File: src/hdl/wb_bus_pkg.sv
package wb_bus_pkg;

   // Byte address and data word
   typedef logic [31:0] wb_adr_t;
   typedef logic [31:0] wb_dat_t;

   // One enable per byte lane of the data word
   typedef logic [3:0] wb_sel_t;

   // Registered feedback cycle type and burst extension
   typedef logic [2:0] wb_cti_t;
   typedef logic [1:0] wb_bte_t;

   // One-hot slave select, bit positions come from the SoC map
   typedef logic [2:0] slave_sel_t;

endpackage

File: src/hdl/soc_map_pkg.sv
package soc_map_pkg;

   // Bit positions in slave_sel_t
   localparam int unsigned slave_ram  = 0;
   localparam int unsigned slave_regs = 1;
   localparam int unsigned slave_ext  = 2;

   // Register block sits where adr[31:24] matches
   localparam int unsigned addr_match_width = 8;
   localparam logic [addr_match_width-1:0] regs_match = 8'h91;

   // RAM window, all address bits from here upward are zero
   localparam int unsigned ram_addr_width = 12;

   // Word offsets inside the register block
   localparam int unsigned reg_scratch0 = 0;
   localparam int unsigned reg_scratch1 = 1;
   localparam int unsigned reg_scratch2 = 2;
   localparam int unsigned reg_scratch3 = 3;
   localparam int unsigned reg_id       = 4;

   // Value returned by reg_id
   localparam logic [31:0] soc_id = 32'h50c0_d8b1;

endpackage

File: src/hdl/wb_ctrl_regs.sv
`timescale 1ns/100ps

module wb_ctrl_regs (
   input  logic                wb_clk,
   input  logic                wb_rst,
   input  wb_bus_pkg::wb_adr_t adr_i,
   input  wb_bus_pkg::wb_dat_t dat_i,
   input  wb_bus_pkg::wb_sel_t sel_i,
   input  logic                we_i,
   input  logic                cyc_i,
   input  logic                stb_i,
   output wb_bus_pkg::wb_dat_t dat_o,
   output logic                ack_o,
   output logic                err_o
);

   // Word offset within the 16 MiB register window
   localparam int unsigned off_width = 30 - soc_map_pkg::addr_match_width;

   localparam int unsigned scratch_off [4] = '{
      soc_map_pkg::reg_scratch0,
      soc_map_pkg::reg_scratch1,
      soc_map_pkg::reg_scratch2,
      soc_map_pkg::reg_scratch3
   };

   wb_bus_pkg::wb_dat_t   scratch [4];
   wb_bus_pkg::wb_dat_t   rd_dat;
   logic [off_width-1:0]  off;
   logic                  req;
   logic                  illegal;

   assign off = adr_i[off_width+1:2];
   assign req = cyc_i & stb_i & ~ack_o & ~err_o;

   // ID is read only, nothing lives above it
   assign illegal = (off > soc_map_pkg::reg_id) |
                    (we_i & (off == soc_map_pkg::reg_id));

   always_comb begin
      rd_dat = '0;
      if (off == soc_map_pkg::reg_id)
         rd_dat = soc_map_pkg::soc_id;
      for (int i = 0; i < 4; i++) begin
         if (off == scratch_off[i])
            rd_dat = scratch[i];
      end
   end

   always_ff @(posedge wb_clk) begin
      if (wb_rst) begin
         ack_o <= 1'b0;
         err_o <= 1'b0;
         for (int i = 0; i < 4; i++)
            scratch[i] <= '0;
      end else begin
         ack_o <= req & ~illegal;
         err_o <= req & illegal;
         if (req & we_i & ~illegal) begin
            for (int i = 0; i < 4; i++) begin
               for (int lane = 0; lane < 4; lane++) begin
                  if ((off == scratch_off[i]) && sel_i[lane])
                     scratch[i][lane*8 +: 8] <= dat_i[lane*8 +: 8];
               end
            end
         end
      end
   end

   // Read data goes out with the ack
   always_ff @(posedge wb_clk) begin
      if (req)
         dat_o <= rd_dat;
   end

endmodule

File: config.mk
export PLATFORM = sky130hd
export DESIGN_NAME = wb_ctrl_regs
export DESIGN_NICKNAME = d
export VERILOG_FILES = /design/src/hdl/wb_bus_pkg.sv /design/src/hdl/soc_map_pkg.sv /design/src/hdl/wb_ctrl_regs.sv
export SDC_FILE = /design/constraint.sdc
export NUM_CORES = 1
export LEC_CHECK = 0
export ABC_AREA = 1
export BUFFER_PORTS_ARGS = -buffer_cell sky130_fd_sc_hd__buf_4
export CORE_MARGIN = 4
export CORE_UTILIZATION = 39
export CTS_CLUSTER_SIZE = 12
export DETAILED_ROUTE_END_ITERATION = 7
export PLACE_DENSITY = 0.61
export SYNTH_ARGS = -nofsm -noshare
export SYNTH_HDL_FRONTEND = slang
export SYNTH_SLANG_ARGS = --single-unit
File: constraint.sdc
create_clock -name wb_clk -period 6.9 [get_ports wb_clk]
set_clock_uncertainty 0.15 [all_clocks]
set_input_delay 1.38 -clock wb_clk [delete_from_list [all_inputs] [get_ports wb_clk]]
set_output_delay 1.38 -clock wb_clk [all_outputs]
set_load 0.01 [all_outputs]
# Word-level counts from Yosys, hierarchy flattened
# Memory sizes are Yosys's and may differ from the RTL's.
# Cells that the tools add are included.
[word_totals]
input_bits = 73
memories = 1
output_inout_bits = 34
ram_bits = 128
ff_bits = 34
word_cells = 141
[classes]
bitwise_logic = 28
magnitude_cmp = 1
n_reduce_logical = 17
n_mux = 87
n_eq_ne = 4
[memory_table]
columns = ["name", "depth", "word_bits", "rd", "rd_ports_with_merged_regs", "wr", "line", "rtl"]
rows = [
  ["scratch", 4, 32, 4, 0, 4, "wb_ctrl_regs.sv:27", "wb_bus_pkg::wb_dat_t scratch [4];"],
]
[ops]
columns = ["operator", "n"]
rows = [
  ["$mux W32", 4],
  ["$mux W8", 16],
  ["$mux W1", 66],
  ["$eq A22 B2 Y1 const B", 2],
  ["$mux W31", 1],
  ["$eq A22 B1 Y1 const B", 1],
  ["$eq A22 B3 Y1 const B", 1],
  ["$gt A22 B3 Y1 const B", 1],
  ["$logic_not A22 Y1", 1],
  ["$or A1 B1 Y1", 17],
  ["$logic_and A1 B1 Y1", 16],
  ["$and A1 B1 Y1", 8],
  ["$not A1 Y1", 3],
]

# Logic depth before layout (Yosys ltp)
[depth]
word_depth = 9
mapped_depth = 12
ltp_nobuf = 11

# Least setup slack after synthesis
# No wires, ideal clock.
[synth_path]
path_type = "input -> register"
from = "input port adr_i[13]"
to = "memory scratch[1][0] (netlist bit), enable pin"
arrival_time_ps = 2954
t_required_ps = 6366
stages = 8
setup_time_ps = 384
n_path_buf = 1
path_slack_ps = 3412
cell_sequence = "nor2_1 -> nand2_1 -> nor2_4 -> nand2_4 -> nor2_4 -> buf_2 -> inv_1 -> o21ai_0"
[synth_lines]
columns = ["element", "line", "rtl"]
rows = [
  ["start, declared", "wb_ctrl_regs.sv:6", "input wb_bus_pkg::wb_adr_t adr_i,"],
  ["end, declared", "wb_ctrl_regs.sv:27", ""],
]

==> flow_summary.yaml <==
run_status:
  status: "completed"
setup_path:
  end_kind: "flip-flop"
  cp-start-kind: "primary input"
  path_max_fanout: 41
  crit_arrival_ns: 4.16
  crit_type: "primary input to flip-flop"
  crit_required_ns: 6.79
timing:
  min_period_ns: 4.26
  finalHoldViolations: 0
  clock.fmax_ghz: 0.234
  fin_crit_sh_pct: 61.8
  rsz0062_at_grt: "false"
  setup_tns_ns: 0
  maxSlewViolCount: 0
  slew_headroom_pct: 24.0
  worst_pin_slew_ns: 1.14
  setup_viol: 0
clock_tree:
  post_cts_resized: 0
  cts_buffer_depth: 2
  cts_tree: "yes"
  numCtsBuffers: 17
  cts_root_buf: "clkbuf_16"
  htreeDepth: 4
  cts_hold_buf: 0
  clk_pin_slew_worst_paths_ns: 0.06
  clock_latency_ns: 0.42
  postCtsSetupRepairBufs: 0
  clock_sinks: 162
global_route:
  grtUsageTotal_pct: 16.7
  antenna_found_initial: 0
  grt_max_degree: 42
  overflow: 0
  grt_pass1_wl_um: 27200
  grt_pass1_vias: 5079
placed_design:
  dp_cells: 1031
  placed_cell_area_mm2: 0.00835
  gp_congestion: 0.760
  dp_hpwl_um: 11200
  io_buffers: 96
die:
  core.rowCount: 49
  core_mm2: 0.0183
  die_w_um: 145
  die_h_um: 145
  initial_core_util_pct: 40.2
  die_area_mm2: 0.0211
  top_level_ports: 107
cells_and_area:
  final_cell_mix: "174 x nand2_1, 160 x edfxtp_1, 145 x nor2_1"
  final_common_cell: "nand2_1"
  area_delta_synth_final_pct: 20.9
  fin_cells: 1062
  final_area_mm2: 0.00888
  n_antenna_cell: 0
  final_util_pct: 48.6
  nNetsFinal: 894
  layout-drive-gt1-share_pct: 20.6
route:
  vias: 5169
  wl_per_cell_um: 16.3
  highest_layer: "met4"
  drtAntennaViolNets: 0
  wl_met3_um: 1170
  via_per_inst: 4.87
  wl_um: 17300
  met1_length_um: 7480
  dr_wl_met2_um: 8290
  drtIter0Drc: 399
  firstDrtPassIters: 4
  drc_errors: 0
worst_hold_path:
  hp-class: "flip-flop to flip-flop"
yosys:
  synthCells: 710
  synth.ff_latch_count: 162
  yosysSeqAreaShare_pct: 65.9
  syn_nets: 783
  yosysUniqueCellTypes: 26
  synthesis.area_mm2: 0.00735
  syn_avg_cell_area_um2: 10.3
  ys_warn_count: 0
power_and_ir_drop:
  power_density_mw_per_mm2: 234
  finalPower_w: 0.00208
  ir_drop_mv: 0.185
  p_leak_nw: 3.81
job:
  cap_violations: 0
[registers in the layout (all words and copies together) (netlist names)]
name     flops
ack_o        1
err_o        1
scratch    128
dat_o       32
[worst max-delay path, cell delays in order]
cell     delay [ns]
buf_4          0.11
nor2_1         0.14
nand2_1        0.13
nor2_2         0.50
nand3_2        0.82
o21ai_1        1.06
[through the flow]
step | worst slack, ns | hold WS [ns]
2_1_floorplan | 3.41 | 0.344
3_3_place_gp | 2.22 | 0.350
3_5_place_dp | 2.19 | 0.351
4_1_cts | 2.64 | 0.366
5_1_grt | 2.40 | 0.386
6_report | 2.64 | 0.364
[cells in the mapped netlist]
cell      count  share of area (%)
o21ai_0      17                1.2
nor2_1      145                7.4
clkinv_1      1              0.051
inv_1        67                3.4
buf_8         3               0.61
edfxtp_1    160                 65
dfxtp_1       2               0.54
nor2_2        7               0.60
nor2_4        7                1.1
clkbuf_1      7               0.36
buf_4         3               0.31
clkinv_2      1              0.068
nand3_1      52                3.5
nand4_1       4               0.34
a21oi_1       5               0.34
o211ai_1      5               0.51
nand2_1     174                8.9
buf_2         6               0.41
nor2_8        1               0.27
or2_0        15                1.3
o21ai_1       4               0.27
nand3_2      17                2.3
buf_1         2               0.10
nand3_4       2               0.48
inv_2         2               0.10
nand2_4       1               0.15
[metal layers]
layer  track usage (%)  vias to the layer above
met5                 0                        -
met4              6.93                        0
met3              4.15                       25
met2              27.2                      181
met1              21.4                     2403
li1                  -                     2560
[final timing paths]
path                                start                     endpoint  slack [ns]  depth (start not counted)
max                              adr_i[7]  scratch[2][5]$_SDFFCE_PN0P_        2.64                          6
min          scratch[3][13]$_SDFFCE_PN0P_          dat_o[13]$_DFFE_PP_        0.36                          2
max reg2reg              ack_o$_SDFF_PP0_  scratch[2][5]$_SDFFCE_PN0P_        4.44                          7
min reg2reg  scratch[3][13]$_SDFFCE_PN0P_          dat_o[13]$_DFFE_PP_        0.36                          2
[power breakdown]
part,leakage [nW],switching [W],internal [W]
clock,0.260,0.000353,0.000521
sequential,1.66,0.00000790,0.00111
combinational,1.89,0.0000561,0.0000356
total,3.81,0.000417,0.00167
[cell type report]
type / instances / area (µm²)
inverters: 71 / 268
flip-flops and latches: 162 / 4840
clock inverters: 10 / 92.6
multi-input cells: 456 / 2100
clock buffers: 21 / 440
repair buffers: 113 / 848
well taps: 229 / 287
fillers: 1704 / 9390
[kinds of logic after synthesis]
family,synth area share [%]
AO/OA/AOI/OAI,2.28
AND/OR/NAND/NOR,26.3
flip-flops,65.9
buffers and inverters,5.43
Note: power is estimated with default switching activity, not from simulation.
