### src/hdl/wb_bus_pkg.sv
package wb_bus_pkg;

   // Byte address and data word
   typedef logic [31:0] wb_adr_t;
   typedef logic [31:0] wb_dat_t;

   // One enable per byte lane of the data word
   typedef logic [3:0] wb_sel_t;

   // Registered feedback cycle type and burst extension
   typedef logic [2:0] wb_cti_t;
   typedef logic [1:0] wb_bte_t;

   // One-hot slave select, bit positions come from the SoC map
   typedef logic [2:0] slave_sel_t;

endpackage

### src/hdl/soc_map_pkg.sv
package soc_map_pkg;

   // Bit positions in slave_sel_t
   localparam int unsigned slave_ram  = 0;
   localparam int unsigned slave_regs = 1;
   localparam int unsigned slave_ext  = 2;

   // Register block sits where adr[31:24] matches
   localparam int unsigned addr_match_width = 8;
   localparam logic [addr_match_width-1:0] regs_match = 8'h91;

   // RAM window, all address bits from here upward are zero
   localparam int unsigned ram_addr_width = 12;

   // Word offsets inside the register block
   localparam int unsigned reg_scratch0 = 0;
   localparam int unsigned reg_scratch1 = 1;
   localparam int unsigned reg_scratch2 = 2;
   localparam int unsigned reg_scratch3 = 3;
   localparam int unsigned reg_id       = 4;

   // Value returned by reg_id
   localparam logic [31:0] soc_id = 32'h50c0_d8b1;

endpackage

### src/hdl/dbus_arbiter.sv
`timescale 1ns/100ps

module dbus_arbiter #(
   parameter int unsigned ram_addr_width_p = soc_map_pkg::ram_addr_width,
   parameter int unsigned watchdog_width_p = 6
) (
   input  logic                   wb_clk,
   input  logic                   wb_rst,

   // Master 0, CPU data port
   input  wb_bus_pkg::wb_adr_t    wbm0_adr_i,
   input  wb_bus_pkg::wb_dat_t    wbm0_dat_i,
   input  wb_bus_pkg::wb_sel_t    wbm0_sel_i,
   input  logic                   wbm0_we_i,
   input  logic                   wbm0_cyc_i,
   input  logic                   wbm0_stb_i,
   input  wb_bus_pkg::wb_cti_t    wbm0_cti_i,
   input  wb_bus_pkg::wb_bte_t    wbm0_bte_i,
   output wb_bus_pkg::wb_dat_t    wbm0_dat_o,
   output logic                   wbm0_ack_o,
   output logic                   wbm0_err_o,
   output logic                   wbm0_rty_o,

   // Master 1, debug port
   input  wb_bus_pkg::wb_adr_t    wbm1_adr_i,
   input  wb_bus_pkg::wb_dat_t    wbm1_dat_i,
   input  wb_bus_pkg::wb_sel_t    wbm1_sel_i,
   input  logic                   wbm1_we_i,
   input  logic                   wbm1_cyc_i,
   input  logic                   wbm1_stb_i,
   input  wb_bus_pkg::wb_cti_t    wbm1_cti_i,
   input  wb_bus_pkg::wb_bte_t    wbm1_bte_i,
   output wb_bus_pkg::wb_dat_t    wbm1_dat_o,
   output logic                   wbm1_ack_o,
   output logic                   wbm1_err_o,
   output logic                   wbm1_rty_o,

   // Shared slave request
   output wb_bus_pkg::wb_adr_t    wbs_adr_o,
   output wb_bus_pkg::wb_dat_t    wbs_dat_o,
   output wb_bus_pkg::wb_sel_t    wbs_sel_o,
   output logic                   wbs_we_o,
   output wb_bus_pkg::wb_cti_t    wbs_cti_o,
   output wb_bus_pkg::wb_bte_t    wbs_bte_o,
   output wb_bus_pkg::slave_sel_t wbs_cyc_o,
   output wb_bus_pkg::slave_sel_t wbs_stb_o,

   // Slave responses
   input  wb_bus_pkg::wb_dat_t    wbs_ram_dat_i,
   input  wb_bus_pkg::wb_dat_t    wbs_regs_dat_i,
   input  wb_bus_pkg::wb_dat_t    wbs_ext_dat_i,
   input  wb_bus_pkg::slave_sel_t wbs_ack_i,
   input  wb_bus_pkg::slave_sel_t wbs_err_i,
   input  wb_bus_pkg::slave_sel_t wbs_rty_i
);

   localparam int unsigned match_lsb = 32 - soc_map_pkg::addr_match_width;

   logic                          m0_own;
   logic                          m1_own;
   logic                          m_cyc;
   logic                          m_stb;
   wb_bus_pkg::slave_sel_t        sel_d;
   wb_bus_pkg::slave_sel_t        sel_r;
   wb_bus_pkg::wb_dat_t           s_dat;
   logic                          s_ack;
   logic                          s_err;
   logic                          s_rty;
   logic                          wd_err;
   logic                          stb_r;
   logic                          m1_own_r;
   logic                          stb_edge;
   logic [watchdog_width_p-1:0]   wd_timer;

   // Debug port wins whenever its cyc is up
   assign m1_own = wbm1_cyc_i;
   assign m0_own = wbm0_cyc_i & ~wbm1_cyc_i;

   assign wbs_adr_o = m1_own ? wbm1_adr_i : wbm0_adr_i;
   assign wbs_dat_o = m1_own ? wbm1_dat_i : wbm0_dat_i;
   assign wbs_sel_o = m1_own ? wbm1_sel_i : wbm0_sel_i;
   assign wbs_we_o  = m1_own ? wbm1_we_i  : wbm0_we_i;
   assign wbs_cti_o = m1_own ? wbm1_cti_i : wbm0_cti_i;
   assign wbs_bte_o = m1_own ? wbm1_bte_i : wbm0_bte_i;
   assign m_cyc     = m1_own ? wbm1_cyc_i : wbm0_cyc_i;
   assign m_stb     = m1_own ? wbm1_stb_i : wbm0_stb_i;

   // Address decode, RAM first, then registers, else the byte bus
   always_comb begin
      sel_d = '0;
      if (~|wbs_adr_o[31:ram_addr_width_p])
         sel_d[soc_map_pkg::slave_ram] = 1'b1;
      else if (wbs_adr_o[31:match_lsb] == soc_map_pkg::regs_match)
         sel_d[soc_map_pkg::slave_regs] = 1'b1;
      else
         sel_d[soc_map_pkg::slave_ext] = 1'b1;
   end

   // Registered select keeps the default slave out of any comb loop
   always_ff @(posedge wb_clk) begin
      if (wb_rst) begin
         sel_r <= '0;
         sel_r[soc_map_pkg::slave_ext] <= 1'b1;
      end else begin
         sel_r <= sel_d;
      end
   end

   // Strobe only where the stale select agrees with the live decode,
   // so a slave never acts on an address meant for another one
   assign wbs_cyc_o = {3{m_cyc}} & sel_r;
   assign wbs_stb_o = {3{m_stb}} & sel_r & sel_d;

   always_comb begin
      s_dat = wbs_ext_dat_i;
      if (sel_r[soc_map_pkg::slave_ram])
         s_dat = wbs_ram_dat_i;
      else if (sel_r[soc_map_pkg::slave_regs])
         s_dat = wbs_regs_dat_i;
   end

   assign s_ack = |(wbs_ack_i & sel_r);
   assign s_err = |(wbs_err_i & sel_r) | wd_err;
   assign s_rty = |(wbs_rty_i & sel_r);

   // Watchdog restarts on a new strobe or a change of owner
   assign stb_edge = m_stb & (~stb_r | (m1_own != m1_own_r));

   always_ff @(posedge wb_clk) begin
      if (wb_rst) begin
         stb_r    <= 1'b0;
         m1_own_r <= 1'b0;
         wd_timer <= '0;
      end else begin
         stb_r    <= m_stb;
         m1_own_r <= m1_own;
         // Any slave response ends the access
         if (!m_stb || s_ack || (|(wbs_err_i & sel_r)) || s_rty)
            wd_timer <= '0;
         else if (stb_edge)
            wd_timer <= {{(watchdog_width_p-1){1'b0}}, 1'b1};
         else if (&wd_timer)
            wd_timer <= '0;
         else if (|wd_timer)
            wd_timer <= wd_timer + 1'b1;
      end
   end

   // Timeout error, held off if a slave answers in the same cycle
   assign wd_err = (&wd_timer) & m_stb & ~s_ack & ~s_rty;

   // Responses reach the owning master only
   assign wbm0_dat_o = m0_own ? s_dat : '0;
   assign wbm0_ack_o = s_ack & m0_own;
   assign wbm0_err_o = s_err & m0_own;
   assign wbm0_rty_o = s_rty & m0_own;

   assign wbm1_dat_o = m1_own ? s_dat : '0;
   assign wbm1_ack_o = s_ack & m1_own;
   assign wbm1_err_o = s_err & m1_own;
   assign wbm1_rty_o = s_rty & m1_own;

endmodule

### config.mk
export PLATFORM = sky130hd
export DESIGN_NAME = dbus_arbiter
export DESIGN_NICKNAME = d
export VERILOG_FILES = /design/src/hdl/wb_bus_pkg.sv /design/src/hdl/soc_map_pkg.sv /design/src/hdl/dbus_arbiter.sv
export SDC_FILE = /design/constraint.sdc
export NUM_CORES = 1
export LEC_CHECK = 0
export CAP_MARGIN = 15
export CORE_AREA = 2 2 157 159
export CTS_CLUSTER_DIAMETER = 80
export CTS_CLUSTER_SIZE = 8
export DETAILED_ROUTE_END_ITERATION = 8
export DIE_AREA = 0 0 159 161
export DONT_BUFFER_PORTS = 1
export PLACE_DENSITY_LB_ADDON = 0.05
export SYNTH_ARGS = -nofsm -noshare
export SYNTH_HDL_FRONTEND = slang
export SYNTH_SLANG_ARGS = --single-unit
### constraint.sdc
create_clock -name wb_clk -period 2 [get_ports wb_clk]
set_input_delay 0.2 -clock wb_clk [delete_from_list [all_inputs] [get_ports wb_clk]]
set_output_delay 0.2 -clock wb_clk [all_outputs]
set_load 0.02 [all_outputs]
Word level (Yosys, flattened, before mapping)
Cells that the tools add are included.

Reductions and logical operators: 13. Bitwise logic cells: 23. Equality and inequality tests: 2. Mux-type cells: 19. $add $sub $neg: 1.

Operator list (count): 32-bit 2-to-1 mux (6); 20-bit OR reduction (1); 3-bit AND (6); 1-bit AND (11); 1-bit 2-to-1 mux (9); 3-bit OR reduction (3); 8-bit equality test, second input constant (1); 6-bit by 1-bit adder with 6-bit output, second input constant (1); 6-bit AND reduction (1); 6-bit OR reduction (1); 2-bit 2-to-1 mux (2); 4-bit 2-to-1 mux (1); 1-bit NOT (4); 4-bit OR reduction (1); 1-bit logical OR (3); 3-bit 2-to-1 mux (1); 3-bit nonzero test (1); 1-bit bitwise OR (2); 2-bit OR reduction (1); 1-bit logical NOT (1); 1-bit != test (1).

Word-level logic and storage cells: 63. Output and inout port bits: 150. Input port bits: 259. Bits in registers: 11.

Longest topological paths before layout
Depth after elaboration: 7. Depth in mapped cells: 6. Mapped depth without buffers: 6.

Worst setup path after synthesis
No wires, ideal clock.

Path kind: input to output. Start: input port wbm1_cyc_i. End: output port wbs_stb_o[2]. Arrival time: 1.534 ns. Setup slack: 0.266 ns. Stages: 4. Required time: 1.800 ns. Cell sequence: buf_2 mux2_2 a21boi_1 o31ai_1.

Word-level cells in the longest chain between the ends: 5. Elaborated cells between the ends (all ways): 8. Those cells by class: eq/ne (1); mux (4); bitwise (2); reduce/logical (1).

Ends and longest elaborated chain: start, declared (RTL line dbus_arbiter.sv:29) `input logic wbm1_cyc_i,`; 32-bit 2-to-1 mux * (RTL line dbus_arbiter.sv:79) `assign wbs_adr_o = m1_own ? wbm1_adr_i : wbm0_adr_i;`; net wbs_adr_o[28] (RTL line dbus_arbiter.sv:39) `output wb_bus_pkg::wb_adr_t wbs_adr_o,`; 8-bit equality test (RTL line dbus_arbiter.sv:93) `else if (wbs_adr_o[31:match_lsb] == soc_map_pkg::regs_match)`; 1-bit 2-to-1 mux (RTL line dbus_arbiter.sv:93); 2-bit 2-to-1 mux * (RTL line dbus_arbiter.sv:91) `if (~|wbs_adr_o[31:ram_addr_width_p])`; 3-bit AND * (RTL line dbus_arbiter.sv:112) `assign wbs_stb_o = {3{m_stb}} & sel_r & sel_d;`; end, declared (RTL line dbus_arbiter.sv:46) `output wb_bus_pkg::slave_sel_t wbs_stb_o,`.

Mark *: on every way through the listed nets, which the timed path passes. The rest lies on a longest branch.

Worst setup path in the final report
Start: register sel_r[0]. End: output port wbm1_err_o.

Word-level cells in the longest chain between the ends: 7. Elaborated cells between the ends (all ways): 12. Those cells by class: bitwise (9); reduce/logical (3).

Ends and longest elaborated chain: start, declared (RTL line dbus_arbiter.sv:64) `wb_bus_pkg::slave_sel_t sel_r;`; start signal, assigned (RTL line dbus_arbiter.sv:105) `sel_r <= sel_d;`; 3-bit AND (RTL line dbus_arbiter.sv:122) `assign s_ack = |(wbs_ack_i & sel_r);`; 3-bit OR reduction (RTL line dbus_arbiter.sv:122); 1-bit NOT (RTL line dbus_arbiter.sv:150) `assign wd_err = (&wd_timer) & m_stb & ~s_ack & ~s_rty;`; 1-bit AND (2 in series) (RTL line dbus_arbiter.sv:150); 1-bit bitwise OR * (RTL line dbus_arbiter.sv:123) `assign s_err = |(wbs_err_i & sel_r) | wd_err;`; 1-bit AND * (RTL line dbus_arbiter.sv:160) `assign wbm1_err_o = s_err & m1_own;`; end, declared (RTL line dbus_arbiter.sv:35) `output logic wbm1_err_o,`.

Every way passes the cells marked *; elsewhere a longest branch is shown, timed or not.

==> results_dict.tcl <==
set metrics [dict create \
    rr_startpoint "wd_timer[0]" \
    drc 0 \
    drv_cap 0 \
    final_common_cell "nor2_1" \
    path_clk_slew_ns 0.04 \
    grt_pass1_wl_mm 18.5 \
    ys_types 38 \
    cts_buffer_depth 2 \
    drive_above_1_share_pct 36.7 \
    leakagePower_nw 1.26 \
    fp.dieW_um 159 \
    ios 409 \
    hpwl_mm 11.7 \
    diodes 0 \
    dpl.cell_count 709 \
    fin_crit_sh_pct 93.2 \
    status "completed" \
    overflow 0 \
    crit_fanout 7 \
    hold_viol 0 \
    min_path_cells 1 \
    vias_per_cell 3.96 \
    total_power_w 0.00126 \
    grt_max_degree 86 \
    drtIter0Drc 73 \
    final_cell_mix "113 x nor2_1, 74 x mux2_2, 55 x buf_4, 34 x mux2i_1, 32 x a21oi_1" \
    initial_core_util_pct 10.7 \
    final_util_pct 14.2 \
    synthesis.nets 617 \
    startpoint_type "flop" \
    syn_to_final_growth_pct 33.0 \
    coreArea_um2 24000 \
    ys.flop_type "dfxtp_1" \
    peakVddDrop_v 0.000227 \
    min_to "m1_own_r" \
    nets 652 \
    power_density_nw_per_um2 370 \
    max-slew-margin-rel_pct 61.6 \
    yosys-top-cells-area "mux2_2 33%, nor2_1 17%, mux2i_1 13%" \
    die_h_um 161 \
    syn_area_um2 2560 \
    min_path_type "input port to flop" \
    crit_required_ns 1.80 \
    r2r-end "wd_timer[0]" \
    avgRoutedWirePerCell_um 18.8 \
    cts-root-buf "clkbuf_16" \
    synth_top_area_share_pct 32.5 \
    slew_violations 0 \
    postCtsHoldBufs 0 \
    cts_tree "built" \
    rsz0062_at_grt "no" \
    synth_largest_area_cell "mux2_2" \
    wl_mm 13.4 \
    hold_slack_ns 0.0277 \
    synth_edf_count 0 \
    fp-row-count 57 \
    antenna_found_initial 0 \
    crit_type "flop to output port" \
    detailroute.via_count 2826 \
    first_pass_iters 4 \
    fin_skew_ns 0.00301 \
    r2r_cells 6 \
    yosysWarnings 0 \
    avgSynthCellArea_um2 7.19 \
    grt_pass1_vias 2929 \
    reg2reg_slack_ns 0.38 \
    cts_sinks 11 \
    ant_nets 0 \
    gp_congestion 0.833 \
    layout.cells.non_filler 714 \
    finalCriticalPeriod_ns 1.86 \
    fmax_mhz 537 \
    fin_tns_setup_ns 0 \
    min-delay-start "wb_rst" \
    track_usage_pct 9.39 \
    finalSetupViolCount 0 \
    htree_levels 1 \
    tightest_slew_ns 0.575 \
    fill_cells 2796 \
    syn_inst 356 \
    synthArstFlopShare_pct 0 \
    critPathCaptureType "output port" \
    fp.dieArea_um2 25600 \
    port_buffers 0 \
    cts_made_buffers 3 \
    arrival_ns 1.66 \
    seq_area_frac_synth_pct 8.60 \
    synth_seq_cells 11 \
    clock_latency_ns 0.24 \
]
per-layer routing:
metal / up-vias / global-route usage, % / wire (um)
met5: - / 0 / 0
met4: 0 / 1.12 / 87
met3: 4 / 2.54 / 1210
met2: 222 / 18.7 / 7300
met1: 1277 / 10.1 / 4850
li1: 1323 / - / -
worst max path at each step:
stage	start	to	slack, ns	cells after the start
floorplan	wbm1_cyc_i	wbs_stb_o[2]	0.27	4
CTS	wbm1_cyc_i	wbs_stb_o[0]	0.09	6
finish	sel_r[0]	wbm1_err_o	0.14	5
global placement	wbm1_cyc_i	wbs_stb_o[0]	0.07	6
detailed placement	wbm1_cyc_i	wbs_stb_o[0]	-0.05	6
global route	sel_r[0]	wbm0_err_o	0.02	5
Yosys cell counts, types with 3 or more instances:
cell / instances
a21oi_1: 33
a222oi_1: 3
and3_1: 5
buf_1: 4
buf_2: 16
clkbuf_1: 6
dfxtp_1: 11
inv_1: 4
mux2_2: 74
mux2i_1: 34
nand2_1: 5
nand3_1: 7
nor2_1: 113
nor2b_1: 4
nor3_1: 4
nor4_1: 6
kinds of logic after synthesis:
family | Yosys count | synth area share (%)
compound gates | 45 | 10.3
fa+ha+maj | 2 | 0.977
simple gates | 153 | 26.6
flops | 11 | 8.60
mux | 109 | 46.3
buf+inv | 32 | 5.91
xor+xnor | 4 | 1.37
state kept, by name (all words and copies together), names as in the netlist:
register	cells
sel_r	3
stb_r	1
m1_own_r	1
wd_timer	6
through the flow:
step | setup slack (ns) | area [um2]
floorplan | 0.266 | 2560
global placement | 0.0705 | 3300
detailed placement | -0.0463 | 3300
CTS | 0.0875 | 3380
global route | 0.0221 | 3410
finish | 0.136 | 3410
cell type report:
| cell class | instances | area (um2) | area share (%) |
|---|---|---|---|
| multi-input combinational | 313 | 2210 | 64.9 |
| timing repair buffer | 58 | 473 | 13.9 |
| tap | 324 | 405 | 11.9 |
| sequential | 11 | 223 | 6.54 |
| clock buffer | 4 | 78.8 | 2.31 |
| inverter | 4 | 15.0 | 0.441 |
report_power, final:
part / leakage, nW / internal, W / switching [W]
Sequential: 0.0902 / 0.000223 / 0.00000161
Clock: 0.0382 / 0.000268 / 0.0000983
Combinational: 1.13 / 0.000235 / 0.000433
Total: 1.26 / 0.000726 / 0.000533
timing repair:
| action | 4_1_cts | 5_1_grt |
|---|---|---|
| setup endpoints to repair | 2 | 4 |
| resized for setup | 1 | 3 |
| buffers inserted | 0 | 1 |
| pin swaps | 0 | 2 |
| hold endpoints to repair | 0 | 0 |
critical path, cell delays in order, from the launching register on:
cell and delay [ns]:
dfxtp_2 0.36, a222oi_1 0.44, and3_4 0.28, a21boi_1 0.09, nor2_1 0.10, buf_4 0.14
(Power assumes the default switching activity.)
